$ cat config.mk
export PLATFORM = sky130hd
export DESIGN_NAME = arcade_controls
export DESIGN_NICKNAME = d
export VERILOG_FILES = /design/src/source/arcade_pkg.sv /design/src/source/arcade_controls.sv /design/src/source/coin_sequencer.sv /design/src/source/control_mapper.sv /design/src/source/key_decoder.sv /design/src/source/pulse_timer.sv
export SDC_FILE = /design/constraint.sdc
export NUM_CORES = 1
export LEC_CHECK = 0
export BUFFER_PORTS_ARGS = -buffer_cell sky130_fd_sc_hd__buf_4
export CAP_MARGIN = 5
export CELL_PAD_IN_SITES_DETAIL_PLACEMENT = 1
export CELL_PAD_IN_SITES_GLOBAL_PLACEMENT = 1
export CORE_ASPECT_RATIO = 0.7
export CORE_MARGIN = 5
export CORE_UTILIZATION = 33
export DETAILED_ROUTE_END_ITERATION = 12
export GPL_TIMING_DRIVEN = 0
export PLACE_DENSITY = 0.71
export SLEW_MARGIN = 20
export SYNTH_ARGS = -nofsm -noshare
export SYNTH_HDL_FRONTEND = slang
export SYNTH_SLANG_ARGS = --single-unit
export TNS_END_PERCENT = 5
$ cat constraint.sdc
create_clock -name clk_mist -period 1.6 [get_ports clk_mist]
set_clock_uncertainty 0.15 [all_clocks]
set_input_delay 0.08 -clock clk_mist [delete_from_list [all_inputs] [get_ports clk_mist]]
set_output_delay 0.08 -clock clk_mist [all_outputs]
set_load 0.01 [all_outputs]
$ cat src/source/arcade_pkg.sv
package arcade_pkg;

	// keyboard event as delivered by user_io
	typedef struct packed {
		logic       strobe;  // one cycle per event
		logic       pressed; // 1 make, 0 break
		logic [7:0] code;    // ps/2 set 2 code
	} key_event_t;

	// buttons latched from keyboard events
	typedef struct packed {
		logic up;
		logic down;
		logic left;
		logic right;
		logic coin;
		logic start1;
		logic start2;
		logic fire1;
		logic fire2;
		logic fire3;
	} kb_buttons_t;

	// control word seen by the game cpu
	typedef struct packed {
		logic up;
		logic down;
		logic left;
		logic right;
		logic fire;
		logic bomb;
		logic fire3;
		logic start1;
		logic start2;
		logic coin;
	} player_ctrl_t;

	// scan codes
	localparam logic [7:0] KEY_UP    = 8'h75;
	localparam logic [7:0] KEY_DOWN  = 8'h72;
	localparam logic [7:0] KEY_LEFT  = 8'h6B;
	localparam logic [7:0] KEY_RIGHT = 8'h74;
	localparam logic [7:0] KEY_ESC   = 8'h76; // coin
	localparam logic [7:0] KEY_F1    = 8'h05; // start1
	localparam logic [7:0] KEY_F2    = 8'h06; // start2
	localparam logic [7:0] KEY_CTRL  = 8'h14; // fire3
	localparam logic [7:0] KEY_ALT   = 8'h11; // fire2
	localparam logic [7:0] KEY_SPACE = 8'h29; // fire1

	// joystick port bit positions
	localparam int JOY_RIGHT = 0;
	localparam int JOY_LEFT  = 1;
	localparam int JOY_DOWN  = 2;
	localparam int JOY_UP    = 3;
	localparam int JOY_FIRE  = 4;
	localparam int JOY_BOMB  = 5;

endpackage

$ cat src/source/arcade_controls.sv
module arcade_controls #(
	parameter int PULSE_CYCLES = 16
) (
	input  logic                     clk_mist,
	input  logic                     rst,
	input  arcade_pkg::key_event_t   key,
	input  logic [7:0]               joy0,
	input  logic [7:0]               joy1,
	input  logic                     rotate,
	output arcade_pkg::player_ctrl_t ctrl,
	output logic                     coin_pulse
);

	import arcade_pkg::*;

	kb_buttons_t kb; // latched keyboard buttons

	key_decoder u_key_decoder (
		.clk_mist(clk_mist),
		.rst     (rst),
		.key     (key),
		.kb      (kb)
	);

	control_mapper u_control_mapper (
		.clk_mist(clk_mist),
		.rst     (rst),
		.kb      (kb),
		.joy0    (joy0),
		.joy1    (joy1),
		.rotate  (rotate),
		.ctrl    (ctrl)
	);

	// coin taken from the registered control word
	coin_sequencer #(
		.PULSE_CYCLES(PULSE_CYCLES)
	) u_coin_sequencer (
		.clk_mist  (clk_mist),
		.rst       (rst),
		.coin_level(ctrl.coin),
		.coin_pulse(coin_pulse)
	);

endmodule

$ cat src/source/coin_sequencer.sv
module coin_sequencer #(
	parameter int PULSE_CYCLES = 16
) (
	input  logic clk_mist,
	input  logic rst,
	input  logic coin_level,
	output logic coin_pulse
);

	localparam logic [1:0] ST_IDLE         = 2'd0;
	localparam logic [1:0] ST_PULSE        = 2'd1;
	localparam logic [1:0] ST_WAIT_RELEASE = 2'd2;

	logic [1:0] state;
	logic [1:0] state_next;
	logic       coin_d;      // previous coin level
	logic       coin_rise;
	logic       timer_start;
	logic       timer_done;

	always_ff @(posedge clk_mist) begin
		if (rst) begin
			coin_d <= 1'b0;
		end else begin
			coin_d <= coin_level;
		end
	end

	assign coin_rise = coin_level & ~coin_d;

	always_comb begin
		state_next  = state;
		timer_start = 1'b0;
		case (state)
			ST_IDLE: begin
				if (coin_rise) begin
					state_next  = ST_PULSE;
					timer_start = 1'b1;
				end
			end
			ST_PULSE: begin
				if (timer_done) begin
					state_next = ST_WAIT_RELEASE;
				end
			end
			ST_WAIT_RELEASE: begin
				if (!coin_level) begin // held coin gives no second pulse
					state_next = ST_IDLE;
				end
			end
			default: state_next = ST_IDLE;
		endcase
	end

	always_ff @(posedge clk_mist) begin
		if (rst) begin
			state <= ST_IDLE;
		end else begin
			state <= state_next;
		end
	end

	assign coin_pulse = (state == ST_PULSE);

	pulse_timer #(
		.PULSE_CYCLES(PULSE_CYCLES)
	) u_pulse_timer (
		.clk_mist(clk_mist),
		.rst     (rst),
		.start   (timer_start),
		.done    (timer_done)
	);

endmodule

$ cat src/source/control_mapper.sv
module control_mapper (
	input  logic                     clk_mist,
	input  logic                     rst,
	input  arcade_pkg::kb_buttons_t  kb,
	input  logic [7:0]               joy0,
	input  logic [7:0]               joy1,
	input  logic                     rotate,
	output arcade_pkg::player_ctrl_t ctrl
);

	import arcade_pkg::*;

	logic         src_r;
	logic         src_l;
	logic         src_d;
	logic         src_u;
	logic         src_fire;
	logic         src_bomb;
	player_ctrl_t ctrl_next;

	// keyboard or either joystick
	assign src_r    = kb.right | joy0[JOY_RIGHT] | joy1[JOY_RIGHT];
	assign src_l    = kb.left  | joy0[JOY_LEFT]  | joy1[JOY_LEFT];
	assign src_d    = kb.down  | joy0[JOY_DOWN]  | joy1[JOY_DOWN];
	assign src_u    = kb.up    | joy0[JOY_UP]    | joy1[JOY_UP];
	assign src_fire = kb.fire1 | joy0[JOY_FIRE]  | joy1[JOY_FIRE];
	assign src_bomb = kb.fire2 | joy0[JOY_BOMB]  | joy1[JOY_BOMB];

	always_comb begin
		if (rotate) begin
			ctrl_next.up    = src_u;
			ctrl_next.down  = src_d;
			ctrl_next.left  = src_l;
			ctrl_next.right = src_r;
		end else begin
			// cabinet turned a quarter so directions rotate with it
			ctrl_next.up    = src_r;
			ctrl_next.down  = src_l;
			ctrl_next.left  = src_u;
			ctrl_next.right = src_d;
		end
		ctrl_next.fire   = src_fire;
		ctrl_next.bomb   = src_bomb;
		ctrl_next.fire3  = kb.fire3;  // keyboard only
		ctrl_next.start1 = kb.start1;
		ctrl_next.start2 = kb.start2;
		ctrl_next.coin   = kb.coin;
	end

	// all controls change together on one edge
	always_ff @(posedge clk_mist) begin
		if (rst) begin
			ctrl <= '0;
		end else begin
			ctrl <= ctrl_next;
		end
	end

endmodule

$ cat src/source/key_decoder.sv
module key_decoder (
	input  logic                    clk_mist,
	input  logic                    rst,
	input  arcade_pkg::key_event_t  key,
	output arcade_pkg::kb_buttons_t kb
);

	import arcade_pkg::*;

	kb_buttons_t kb_next;

	// the pressed level goes into the one matching button
	always_comb begin
		kb_next = kb;
		if (key.strobe) begin
			case (key.code)
				KEY_UP:    kb_next.up     = key.pressed;
				KEY_DOWN:  kb_next.down   = key.pressed;
				KEY_LEFT:  kb_next.left   = key.pressed;
				KEY_RIGHT: kb_next.right  = key.pressed;
				KEY_ESC:   kb_next.coin   = key.pressed;
				KEY_F1:    kb_next.start1 = key.pressed;
				KEY_F2:    kb_next.start2 = key.pressed;
				KEY_CTRL:  kb_next.fire3  = key.pressed;
				KEY_ALT:   kb_next.fire2  = key.pressed;
				KEY_SPACE: kb_next.fire1  = key.pressed;
				default:   kb_next        = kb; // unknown code, hold
			endcase
		end
	end

	always_ff @(posedge clk_mist) begin
		if (rst) begin
			kb <= '0;
		end else begin
			kb <= kb_next;
		end
	end

endmodule

$ cat src/source/pulse_timer.sv
module pulse_timer #(
	parameter int PULSE_CYCLES = 16
) (
	input  logic clk_mist,
	input  logic rst,
	input  logic start,
	output logic done
);

	localparam int CNT_W = (PULSE_CYCLES > 2) ? $clog2(PULSE_CYCLES) : 1;
	localparam logic [CNT_W-1:0] CNT_LOAD = CNT_W'(PULSE_CYCLES - 1);

	logic [CNT_W-1:0] cnt;
	logic             running;

	always_ff @(posedge clk_mist) begin
		if (rst) begin
			running <= 1'b0;
			cnt     <= '0;
		end else if (start) begin
			running <= 1'b1; // restart from the top
			cnt     <= CNT_LOAD;
		end else if (running) begin
			if (cnt == '0) begin
				running <= 1'b0;
			end else begin
				cnt <= cnt - 1'b1;
			end
		end
	end

	// last cycle of the count
	assign done = running && (cnt == '0);

endmodule

==> results of run 1 <==
critical path, stage by stage, from the launching register on:
cell and delay [ps]:
dfxtp_2 330, or4b_4 520, buf_8 150, and4_4 160, a311oi_2 170
flip-flops by register name, indices dropped and copies added, names as in the netlist:
signal and count:
u_coin_sequencer.u_pulse_timer.cnt 4, u_key_decoder.kb 10, u_coin_sequencer.coin_d 1, u_coin_sequencer.u_pulse_timer.running 1
u_control_mapper.ctrl 10, u_coin_sequencer.state 2
cell usage in the layout (no fill, tap or decap), types with 4 or more instances in the layout:
| master | n |
|---|---|
| clkbuf_8 | 4 |
| nor3_1 | 7 |
| dfxtp_1 | 24 |
| dlygate4sd3_1 | 8 |
| mux2i_1 | 9 |
| nor2b_1 | 6 |
| a211oi_1 | 4 |
| nand2b_1 | 10 |
| nor4_1 | 7 |
| dfxtp_2 | 4 |
| buf_4 | 38 |
power by group through the flow:
stage,sequential (mW),combinational (mW),clock (mW)
3_5_place_dp,0.728,0.137,0
2_1_floorplan,0.733,0.0424,0
4_1_cts,0.711,0.154,0.450
3_3_place_gp,0.727,0.132,0
5_1_grt,0.713,0.167,0.476
6_report,0.711,0.153,0.431
timing repair:
item / in CTS / in global routing
hold buffers: 8 / 0
pin swaps: 7 / 2
setup endpoints to repair: 3 / 2
resized for setup: 11 / 3
buffers inserted: 1 / 2
hold endpoints to repair: 12 / 0
gates cloned: 0 / 0
routing by layer:
layer	routed length (microns)	part of all wire (%)	GRT usage (%)	up-vias
met1	1490	44	17.9	542
met4	14	0.42	1.40	0
met2	1690	50	26.3	28
met3	170	5.1	3.71	3
li1	-	-	-	554
met5	0	0	0	-
cell type report:
class | count | area (sq um)
Clock buffer | 4 | 55.1
Fill cell | 412 | 1800
Sequential cell | 28 | 566
Buffer | 6 | 37.5
Tap cell | 50 | 62.6
Multi-Input combinational cell | 84 | 638
Inverter | 5 | 18.8
Timing Repair Buffer | 45 | 358
logic make-up (layout without fill, tap and decap cells):
kind of cell	Yosys count	in the layout	share of synthesized area (%)
flops	28	28	46.1
buf+inv	11	60	3.81
simple gates	58	58	31.7
fa+ha+maj	1	1	1.03
mux	9	9	7.41
compound gates	16	16	9.98
through the flow:
| stage | std cells | total power, mW |
|---|---|---|
| 3_5_place_dp | 207 | 0.865 |
| 5_1_grt | 222 | 1.36 |
| 3_3_place_gp | 207 | 0.859 |
| 4_1_cts | 220 | 1.31 |
| 6_report | 222 | 1.30 |
| 2_1_floorplan | 123 | 0.775 |
worst paths after layout:
| kind | start | endpoint | slack (ps) |
|---|---|---|---|
| max | u_coin_sequencer.state[1]$_SDFFE_PP0P_ | u_coin_sequencer.u_pulse_timer.cnt[1]$_SDFFE_PP0P_ | 40 |
| max reg2reg | u_coin_sequencer.state[1]$_SDFFE_PP0P_ | u_coin_sequencer.u_pulse_timer.cnt[1]$_SDFFE_PP0P_ | 40 |
| min | key[2] | u_key_decoder.kb[7]$_SDFFE_PP0P_ | 6 |
| min reg2reg | u_key_decoder.kb[4]$_SDFFE_PP0P_ | u_control_mapper.ctrl[2]$_SDFF_PP0_ | 320 |
==> summary.md, run 1 <==
| Metric | Value |
|---|---|
| Synth cell count leaders | 28 x dfxtp_1, 10 x nand2b_1, 9 x mux2i_1 |
| Max Cap Viol | 0 |
| Sequential cell area fraction in the yosys report | 46.1% |
| Synthesized area per cell | 9.89 sq um |
| Critical path arrival | 1600 ps |
| Post-Route Utilization | 49.1% |
| Total CTS buffers | 3 |
| Post-layout min period | 1560 ps |
| Drt total wl | 3360 microns |
| Number of remaining DRC errors | 0 |
| Final #Nets | 203 |
| Cell Rows | 18 |
| Reg2reg path depth | 4 |
| Data required, critical path | 1640 ps |
| Clk sink count | 28 |
| Vias in the first global route | 1194 |
| Gpl congestion | 0.804 |
| CTS Buffer Depth | 2 |
| CTS clock-pin slew for the worst setup and hold paths | 90 ps |
| Clock power frac | 33.3% |
| Net Count, Synth | 153 |
| Worst relative slew slack | 67.1% |
| Top-count cell post-synth | dfxtp_1 |
| Later-pin clock latency in the skew report | 270 ps |
| Via Count | 1127 |
| CP max FO | 8 |
| Worst Hold Class | input port to flip-flop |
| Power density cells | 746 nW/um^2 |
| Remaining antenna violation count | 0 |
| Area after DPL | 1540 sq um |
| Netlist cell types | 37 |
| Setup Crit Path Kind | flip-flop to flip-flop |
| Final setup vio count | 0 |
| CP endpoint kind | flip-flop |
| Internal Power | 1.01 mW |
| Pins over their slew limit | 0 |
| Via/cell ratio | 5.08 |
| Hold Path Stages | 4 |
| Final WS setup | 41.6 ps |
| First-pass DRT Iterations | 4 |
| #FFs+latches synth | 28 |
| Remaining global-route overflow | 0 |
| Sequential Power Share | 54.9% |
| Die area | 5020 sq um |
| Final hold violations | 0 |
| Total core area | 3540 sq um |
| First-pass GRT wire length | 5600 microns |
| Peak Freq | 642 MHz |
| Layout area overhead | 42.7% |
| Final instance area | 1740 sq um |
| Status | finished clean |
| Startpoint types | flip-flop |
| HPWL after detailed placement | 2500 microns |
| Worst vdd ir | 0.000481 V |
| Routed len/inst | 15.1 microns |
| Die Width | 82.6 microns |
| Net Switching | 283 uW |
| Overall routing resource usage | 14.4% |
| CTS root buffer | clkbuf_8 |
| Post-synth ARST share | 0% |
| Synth top area cells | dfxtp_1 46%, mux2i_1 7.4%, nand2b_1 5.1%, nor4_1 3.6%, nor2b_1 3.1% |
| Pleak | 0.690 nW |
| Fin crit share | 97.4% |
| Synthesized area | 1220 sq um |
| Io pins | 40 |
| RSZ-0062 raised after global routing | yes |
| Post-synth EDFFs | 0 |
| Hold slack | 6.13 ps |
| Syn Inst Count | 123 |
| Worst-margin pin slew | 493 ps |
| Largest net degree at the start of global routing | 16 |
| CTS tree | yes |
| Area leader, netlist | dfxtp_1 |
| Die H | 60.8 microns |
| 1st-iter DRT viols | 38 |
| Top cell type's share of synthesized area | 46.1% |
| Synth warn | 0 |
| Comb pwr share | 11.8% |
| # port buffers | 34 |
| Initial antenna violation count | 0 |
| Ant. Diodes | 0 |
| DP Worst Slack | -103 ps |
| Depth of the CTS H-tree | 1 |
| Switching Fraction | 21.9% |
| Fraction of layout cells with a size suffix above 1 | 33.7% |
| Initial Util | 34.4% |
| Setup TNS | 0 ps |
| Top FF cell, synth | dfxtp_1 |
(Power assumes the default switching activity.)
==> run 2, diff against run 1 <==
--- a/config.mk
+++ b/config.mk
@@ -5,16 +5,17 @@
 export SDC_FILE = /design/constraint.sdc
 export NUM_CORES = 1
 export LEC_CHECK = 0
-export BUFFER_PORTS_ARGS = -buffer_cell sky130_fd_sc_hd__buf_4
 export CAP_MARGIN = 5
 export CELL_PAD_IN_SITES_DETAIL_PLACEMENT = 1
 export CELL_PAD_IN_SITES_GLOBAL_PLACEMENT = 1
 export CORE_ASPECT_RATIO = 0.7
 export CORE_MARGIN = 5
-export CORE_UTILIZATION = 33
+export CORE_UTILIZATION = 38
 export DETAILED_ROUTE_END_ITERATION = 12
+export DONT_BUFFER_PORTS = 1
 export GPL_TIMING_DRIVEN = 0
-export PLACE_DENSITY = 0.71
+export PLACE_DENSITY = 0.65
+export RECOVER_POWER = 25
 export SLEW_MARGIN = 20
 export SYNTH_ARGS = -nofsm -noshare
 export SYNTH_HDL_FRONTEND = slang
==> summary.md, run 2 (synthesized netlist as in run 1, its figures left out) <==
| Metric | Value |
|---|---|
| Final instance area | 1670 sq um |
| Crit. Startpoint | u_coin_sequencer.state[0]$_SDFFE_PP0P_ |
| Final hold violations | 6 |
| Via/cell ratio | 5.56 |
| # port buffers | 0 |
| Status | finished with violations |
| Fillcell total | 349 |
| Setup Crit Path Kind | flip-flop to flip-flop |
| Fin crit share | 102% |
| Layout area overhead | 37.2% |
| Power density cells | 836 nW/um^2 |
| Final WS setup | -39.7 ps |
| Peak Freq | 610 MHz |
| Cts hold-fix bufs | 26 |
| Die area | 4450 sq um |
| Commonest non-fill, non-tap cell in the layout | dfxtp_1 |
| Depth of the CTS H-tree | 1 |
| Remaining antenna violation count | 0 |
| CTS clock-pin slew for the worst setup and hold paths | 100 ps |
| Final setup vio count | 2 |
| Worst-margin pin slew | 484 ps |
| Initial Util | 39.2% |
| Drt total wl | 3380 microns |
| Io pins | 40 |
| CTS tree | yes |
| Regs by FF count | u_control_mapper.ctrl: 10 flops, u_key_decoder.kb: 10 flops, u_coin_sequencer.u_pulse_timer.cnt: 4 flops |
| FF-to-FF Start | u_coin_sequencer.state[0]$_SDFFE_PP0P_ |
| CTS root buffer | clkbuf_8 |
| Remaining global-route overflow | 0 |
| Total core area | 3110 sq um |
| Most frequent cells in the layout | 26 x dfxtp_1, 24 x dlygate4sd3_1, 10 x nand2b_1 |
| Largest net degree at the start of global routing | 17 |
| Die Width | 77.6 microns |
| Final Power | 1.39 mW |
| Gpl congestion | 0.689 |
| Worst relative slew slack | 67.7% |
| Worst vdd ir | 0.000377 V |
| Critical path arrival | 1690 ps |
| Post-layout min period | 1640 ps |
| Routed len/inst | 17.5 microns |
| Vias in the first global route | 1173 |
| Pleak | 0.624 nW |
| Reg2reg end | u_coin_sequencer.u_pulse_timer.cnt[0]$_SDFFE_PP0P_ |
| First-pass GRT wire length | 5740 microns |
| Worst Hold Class | input port to flip-flop |
| 1st-iter DRT viols | 15 |
| Final #Nets | 186 |
| Startpoint types | flip-flop |
| Hold slack | -109 ps |
| Area after DPL | 1270 sq um |
| Fraction of layout cells with a size suffix above 1 | 15.5% |
| CTS Buffer Depth | 2 |
| Data required, critical path | 1650 ps |
| Overall routing resource usage | 16.2% |
| DP Worst Slack | -125 ps |
| Reg2reg path depth | 4 |
| Initial antenna violation count | 0 |
| Pins over their slew limit | 0 |
| Clk sink count | 28 |
| Total CTS buffers | 3 |
| Worst setup path end | u_coin_sequencer.u_pulse_timer.cnt[0]$_SDFFE_PP0P_ |
| First-pass DRT Iterations | 4 |
| Die H | 57.3 microns |
| RSZ-0062 raised after global routing | yes |
| Number of remaining DRC errors | 0 |
| CP endpoint kind | flip-flop |
| R2R Setup Slk | -40 ps |
| Via Count | 1073 |
| Max Cap Viol | 0 |
| HPWL after detailed placement | 2160 microns |
| Cell Rows | 17 |
| Failing checks | negative hold slack, negative setup slack |
| CP max FO | 6 |
| Ant. Diodes | 0 |
| Later-pin clock latency in the skew report | 280 ps |
==> run 2: how the worst min path moves through the flow <==
stage	from	endpoint	slack [ps]	cells past startpoint
2_1_floorplan	rst	u_control_mapper.ctrl[3]$_SDFF_PP0_	10	1
3_3_place_gp	rst	u_control_mapper.ctrl[3]$_SDFF_PP0_	20	1
3_5_place_dp	rst	u_control_mapper.ctrl[3]$_SDFF_PP0_	20	1
4_1_cts	key[5]	u_key_decoder.kb[0]$_SDFFE_PP0P_	-110	3
5_1_grt	key[4]	u_key_decoder.kb[1]$_SDFFE_PP0P_	-110	2
6_report	key[4]	u_key_decoder.kb[1]$_SDFFE_PP0P_	-110	2
==> run 2: power by group <==
group	internal [mW]	switching [mW]	total (mW)	leakage, nW
registers	0.708	0.0110	0.719	0.229
logic	0.0625	0.0504	0.113	0.360
clock network	0.335	0.228	0.563	0.0357
total	1.11	0.289	1.39	0.624
==> run 2: per-stage QoR <==
| stage | hold slack (ps) | setup TNS, ps | utilization [%] | cells |
|---|---|---|---|---|
| floorplan | 13.1 | 0 | - | 123 |
| finish | -109 | -44.9 | 53.7 | 193 |
| detailed placement | 20.9 | -233 | 40.9 | 161 |
| global route | -106 | -135 | 53.7 | 193 |
| CTS | -109 | -215 | 53.0 | 193 |
| global placement | 21.6 | -106 | 40.9 | 161 |
==> run 2: routing by layer <==
layer  share of wire, %  GRT usage [%]  vias to the layer above
met1                 44           19.9                      515
met5                  0              0                        -
met2                 48           27.1                       30
met4                2.0           3.92                        0
li1                   -              -                      520
met3                5.7           5.68                        8
==> run 2: critical path, stage by stage (launching register included) <==
cell and delay [ps]:
dfxtp_1 330, or4b_1 530, clkbuf_8 170, and2_1 160
a211oi_2 220
==> run 2: what timing repair did <==
item	CTS	global route
endpoints found under the setup margin	3	7
hold endpoints to repair	20	6
pin swaps	2	2
gates resized for setup	10	6
buffers inserted	2	0
==> run 2: cell type report <==
type	instances	area, sq um	area share (%)
flip-flops and latches	28	563	33.7
well taps	38	47.5	2.85
clock buffers	3	41.3	2.47
plain buffers	6	37.5	2.25
inverters	5	18.8	1.12
clock inverters	1	30.0	1.80
repair buffers	28	280	16.8
multi-input cells	84	651	39.0
==> run 3, diff against run 2 <==
--- a/config.mk
+++ b/config.mk
@@ -14,7 +14,7 @@
 export DETAILED_ROUTE_END_ITERATION = 12
 export DONT_BUFFER_PORTS = 1
 export GPL_TIMING_DRIVEN = 0
-export PLACE_DENSITY = 0.65
+export PLACE_DENSITY = 0.63
 export RECOVER_POWER = 25
 export SLEW_MARGIN = 20
 export SYNTH_ARGS = -nofsm -noshare
==> constraint.sdc (replaced) <==
create_clock -name clk_mist -period 1.7 [get_ports clk_mist]
set_clock_uncertainty 0.15 [all_clocks]
set_input_delay 0.085 -clock clk_mist [delete_from_list [all_inputs] [get_ports clk_mist]]
set_output_delay 0.085 -clock clk_mist [all_outputs]
set_load 0.01 [all_outputs]
==> summary.md, run 3 (synthesized netlist as in run 1, its figures left out) <==
| Metric | Value |
|---|---|
| Worst vdd ir | 0.000481 V |
| Hold slack | 11.0 ps |
| First-pass DRT Iterations | 4 |
| Gpl congestion | 0.798 |
| CTS root buffer | clkbuf_8 |
| Final #Nets | 184 |
| Regs by FF count | u_control_mapper.ctrl: 10 flops, u_key_decoder.kb: 10 flops, u_coin_sequencer.u_pulse_timer.cnt: 4 flops |
| Detailed route wirelength on metal3 | 162 microns |
| Via Count | 1089 |
| Postcts setup bufs | 0 |
| CP max stage cell | or4b_2 |
| Total CTS buffers | 3 |
| Final setup vio count | 0 |
| WP buf/inv | 1 |
| Later-pin clock latency in the skew report | 270 ps |
| Routed wl met2 | 1770 microns |
| RSZ-0062 raised after global routing | yes |
| Remaining global-route overflow | 0 |
| Final hold violations | 0 |
| Pleak | 0.629 nW |
| Routed len/inst | 18.8 microns |
| WL met1 | 1600 microns |
| Worst relative slew slack | 66.4% |
| Die Width | 77.6 microns |
| Overall routing resource usage | 17.3% |
| Pins over their slew limit | 0 |
| CTS clock-pin slew for the worst setup and hold paths | 100 ps |
| Die H | 57.3 microns |
| HPWL after detailed placement | 2230 microns |
| First-pass GRT wire length | 6070 microns |
| Cell total after placement | 161 |
| Post-route insts no fill | 191 |
| Largest net degree at the start of global routing | 17 |
| Startpoint types | flip-flop |
| CTS tree | yes |
| # port buffers | 0 |
| Die area | 4450 sq um |
| Ant. Diodes | 0 |
| Setup Crit Path Kind | flip-flop to flip-flop |
| Power density cells | 799 nW/um^2 |
| Highest routed layer | met4 |
| Data required, critical path | 1760 ps |
| Clk sink count | 28 |
| Number of remaining DRC errors | 0 |
| CTS Buffer Depth | 2 |
| Fraction of layout cells with a size suffix above 1 | 13.7% |
| Via/cell ratio | 5.70 |
| Worst Hold Class | input port to flip-flop |
| Total core area | 3110 sq um |
| Peak Freq | 609 MHz |
| Vias in the first global route | 1232 |
| Fin crit share | 96.6% |
| Multi-input logic area | 634 sq um |
| Post-layout min period | 1640 ps |
| Critical-path cell list | inv_2 > ha_4 > nand2_1 > or4b_2 > a21oi_1 |
| Cell Rows | 17 |
| Critical path arrival | 1700 ps |
| DP Worst Slack | -55.1 ps |
| Fillcell total | 352 |
| Critical Path Max Stage Delay | 640 ps |
| CP max FO | 4 |
| Critical path's top delay family | simple AND/OR/NAND/NOR gates |
| Worst-margin pin slew | 505 ps |
| Most frequent cells in the layout | 23 x dlygate4sd3_1, 23 x dfxtp_1, 10 x nand2b_1 |
| Depth of the CTS H-tree | 1 |
| 1st-iter DRT viols | 19 |
| Remaining antenna violation count | 0 |
| Register area | 567 sq um |
| Layout area overhead | 35.0% |
| Final WS setup | 57.8 ps |
| Initial Util | 39.2% |
| Status | finished clean |
| Drt total wl | 3590 microns |
| Initial antenna violation count | 0 |
| Io pins | 40 |
| Max Cap Viol | 0 |
| CP endpoint kind | flip-flop |
| Post-Route Utilization | 52.9% |
==> run 3: changes by cell type in the layout (fill, tap and decap cells not counted), moves of 2 or more <==
cell            change
buf_4               -2
dlymetal6s4s_1      +2
dfxtp_1             -3
dfxtp_2             +3
==> run 3: routing by layer <==
layer | vias to the layer above | global-route usage [%]
met5 | - | 0
met4 | 0 | 3.19
met1 | 534 | 20.6
li1 | 523 | -
met3 | 6 | 4.89
met2 | 26 | 31.2
==> run 3: final cells by class <==
class | instances | area share [%]
buffer | 5 | 1.37
clock buffer | 3 | 2.52
clock inverter | 1 | 1.83
inverter | 5 | 1.14
multi-input combinational | 84 | 38.6
sequential | 28 | 34.5
tap | 38 | 2.90
timing repair buffer | 27 | 17.1
==> run 3: final timing paths <==
kind                                                      start                                      to  slack [ps]  depth (start not counted)
max          u_coin_sequencer.u_pulse_timer.cnt[1]$_SDFFE_PP0P_  u_coin_sequencer.state[1]$_SDFFE_PP0P_          60                          5
min                                                      key[4]        u_key_decoder.kb[4]$_SDFFE_PP0P_          10                          3
max reg2reg  u_coin_sequencer.u_pulse_timer.cnt[1]$_SDFFE_PP0P_  u_coin_sequencer.state[1]$_SDFFE_PP0P_          60                          5
min reg2reg                    u_key_decoder.kb[4]$_SDFFE_PP0P_     u_control_mapper.ctrl[2]$_SDFF_PP0_         300                          2
==> run 3: where the power goes <==
part	internal (mW)	switching, mW	total, mW
Clock	0.315	0.205	0.520
Sequential	0.666	0.00998	0.676
Combinational	0.0642	0.0512	0.115
Total	1.05	0.266	1.31
==> run 3: worst register-to-register path, stage by stage, from the launching register on <==
cell	delay, ps
dfxtp_2	340
inv_2	80
ha_4	140
nand2_1	70
or4b_2	640
a21oi_1	150
==> run 3: stage by stage <==
stage,power (mW),setup TNS (ps),instance area (sq um)
3_5_place_dp,0.741,-87.5,1260
2_1_floorplan,0.730,0,1220
3_3_place_gp,0.741,-26.0,1260
4_1_cts,1.32,0,1630
6_report,1.31,0,1640
5_1_grt,1.37,-20.3,1640
==> run 3: timing repair <==
item / 4_1_cts / 5_1_grt
endpoints found under the hold margin: 19 / 0
endpoints found under the setup margin: 3 / 6
gates cloned: 0 / 0
pin swaps: 0 / 1
resized for setup: 8 / 11
hold buffers: 27 / 0
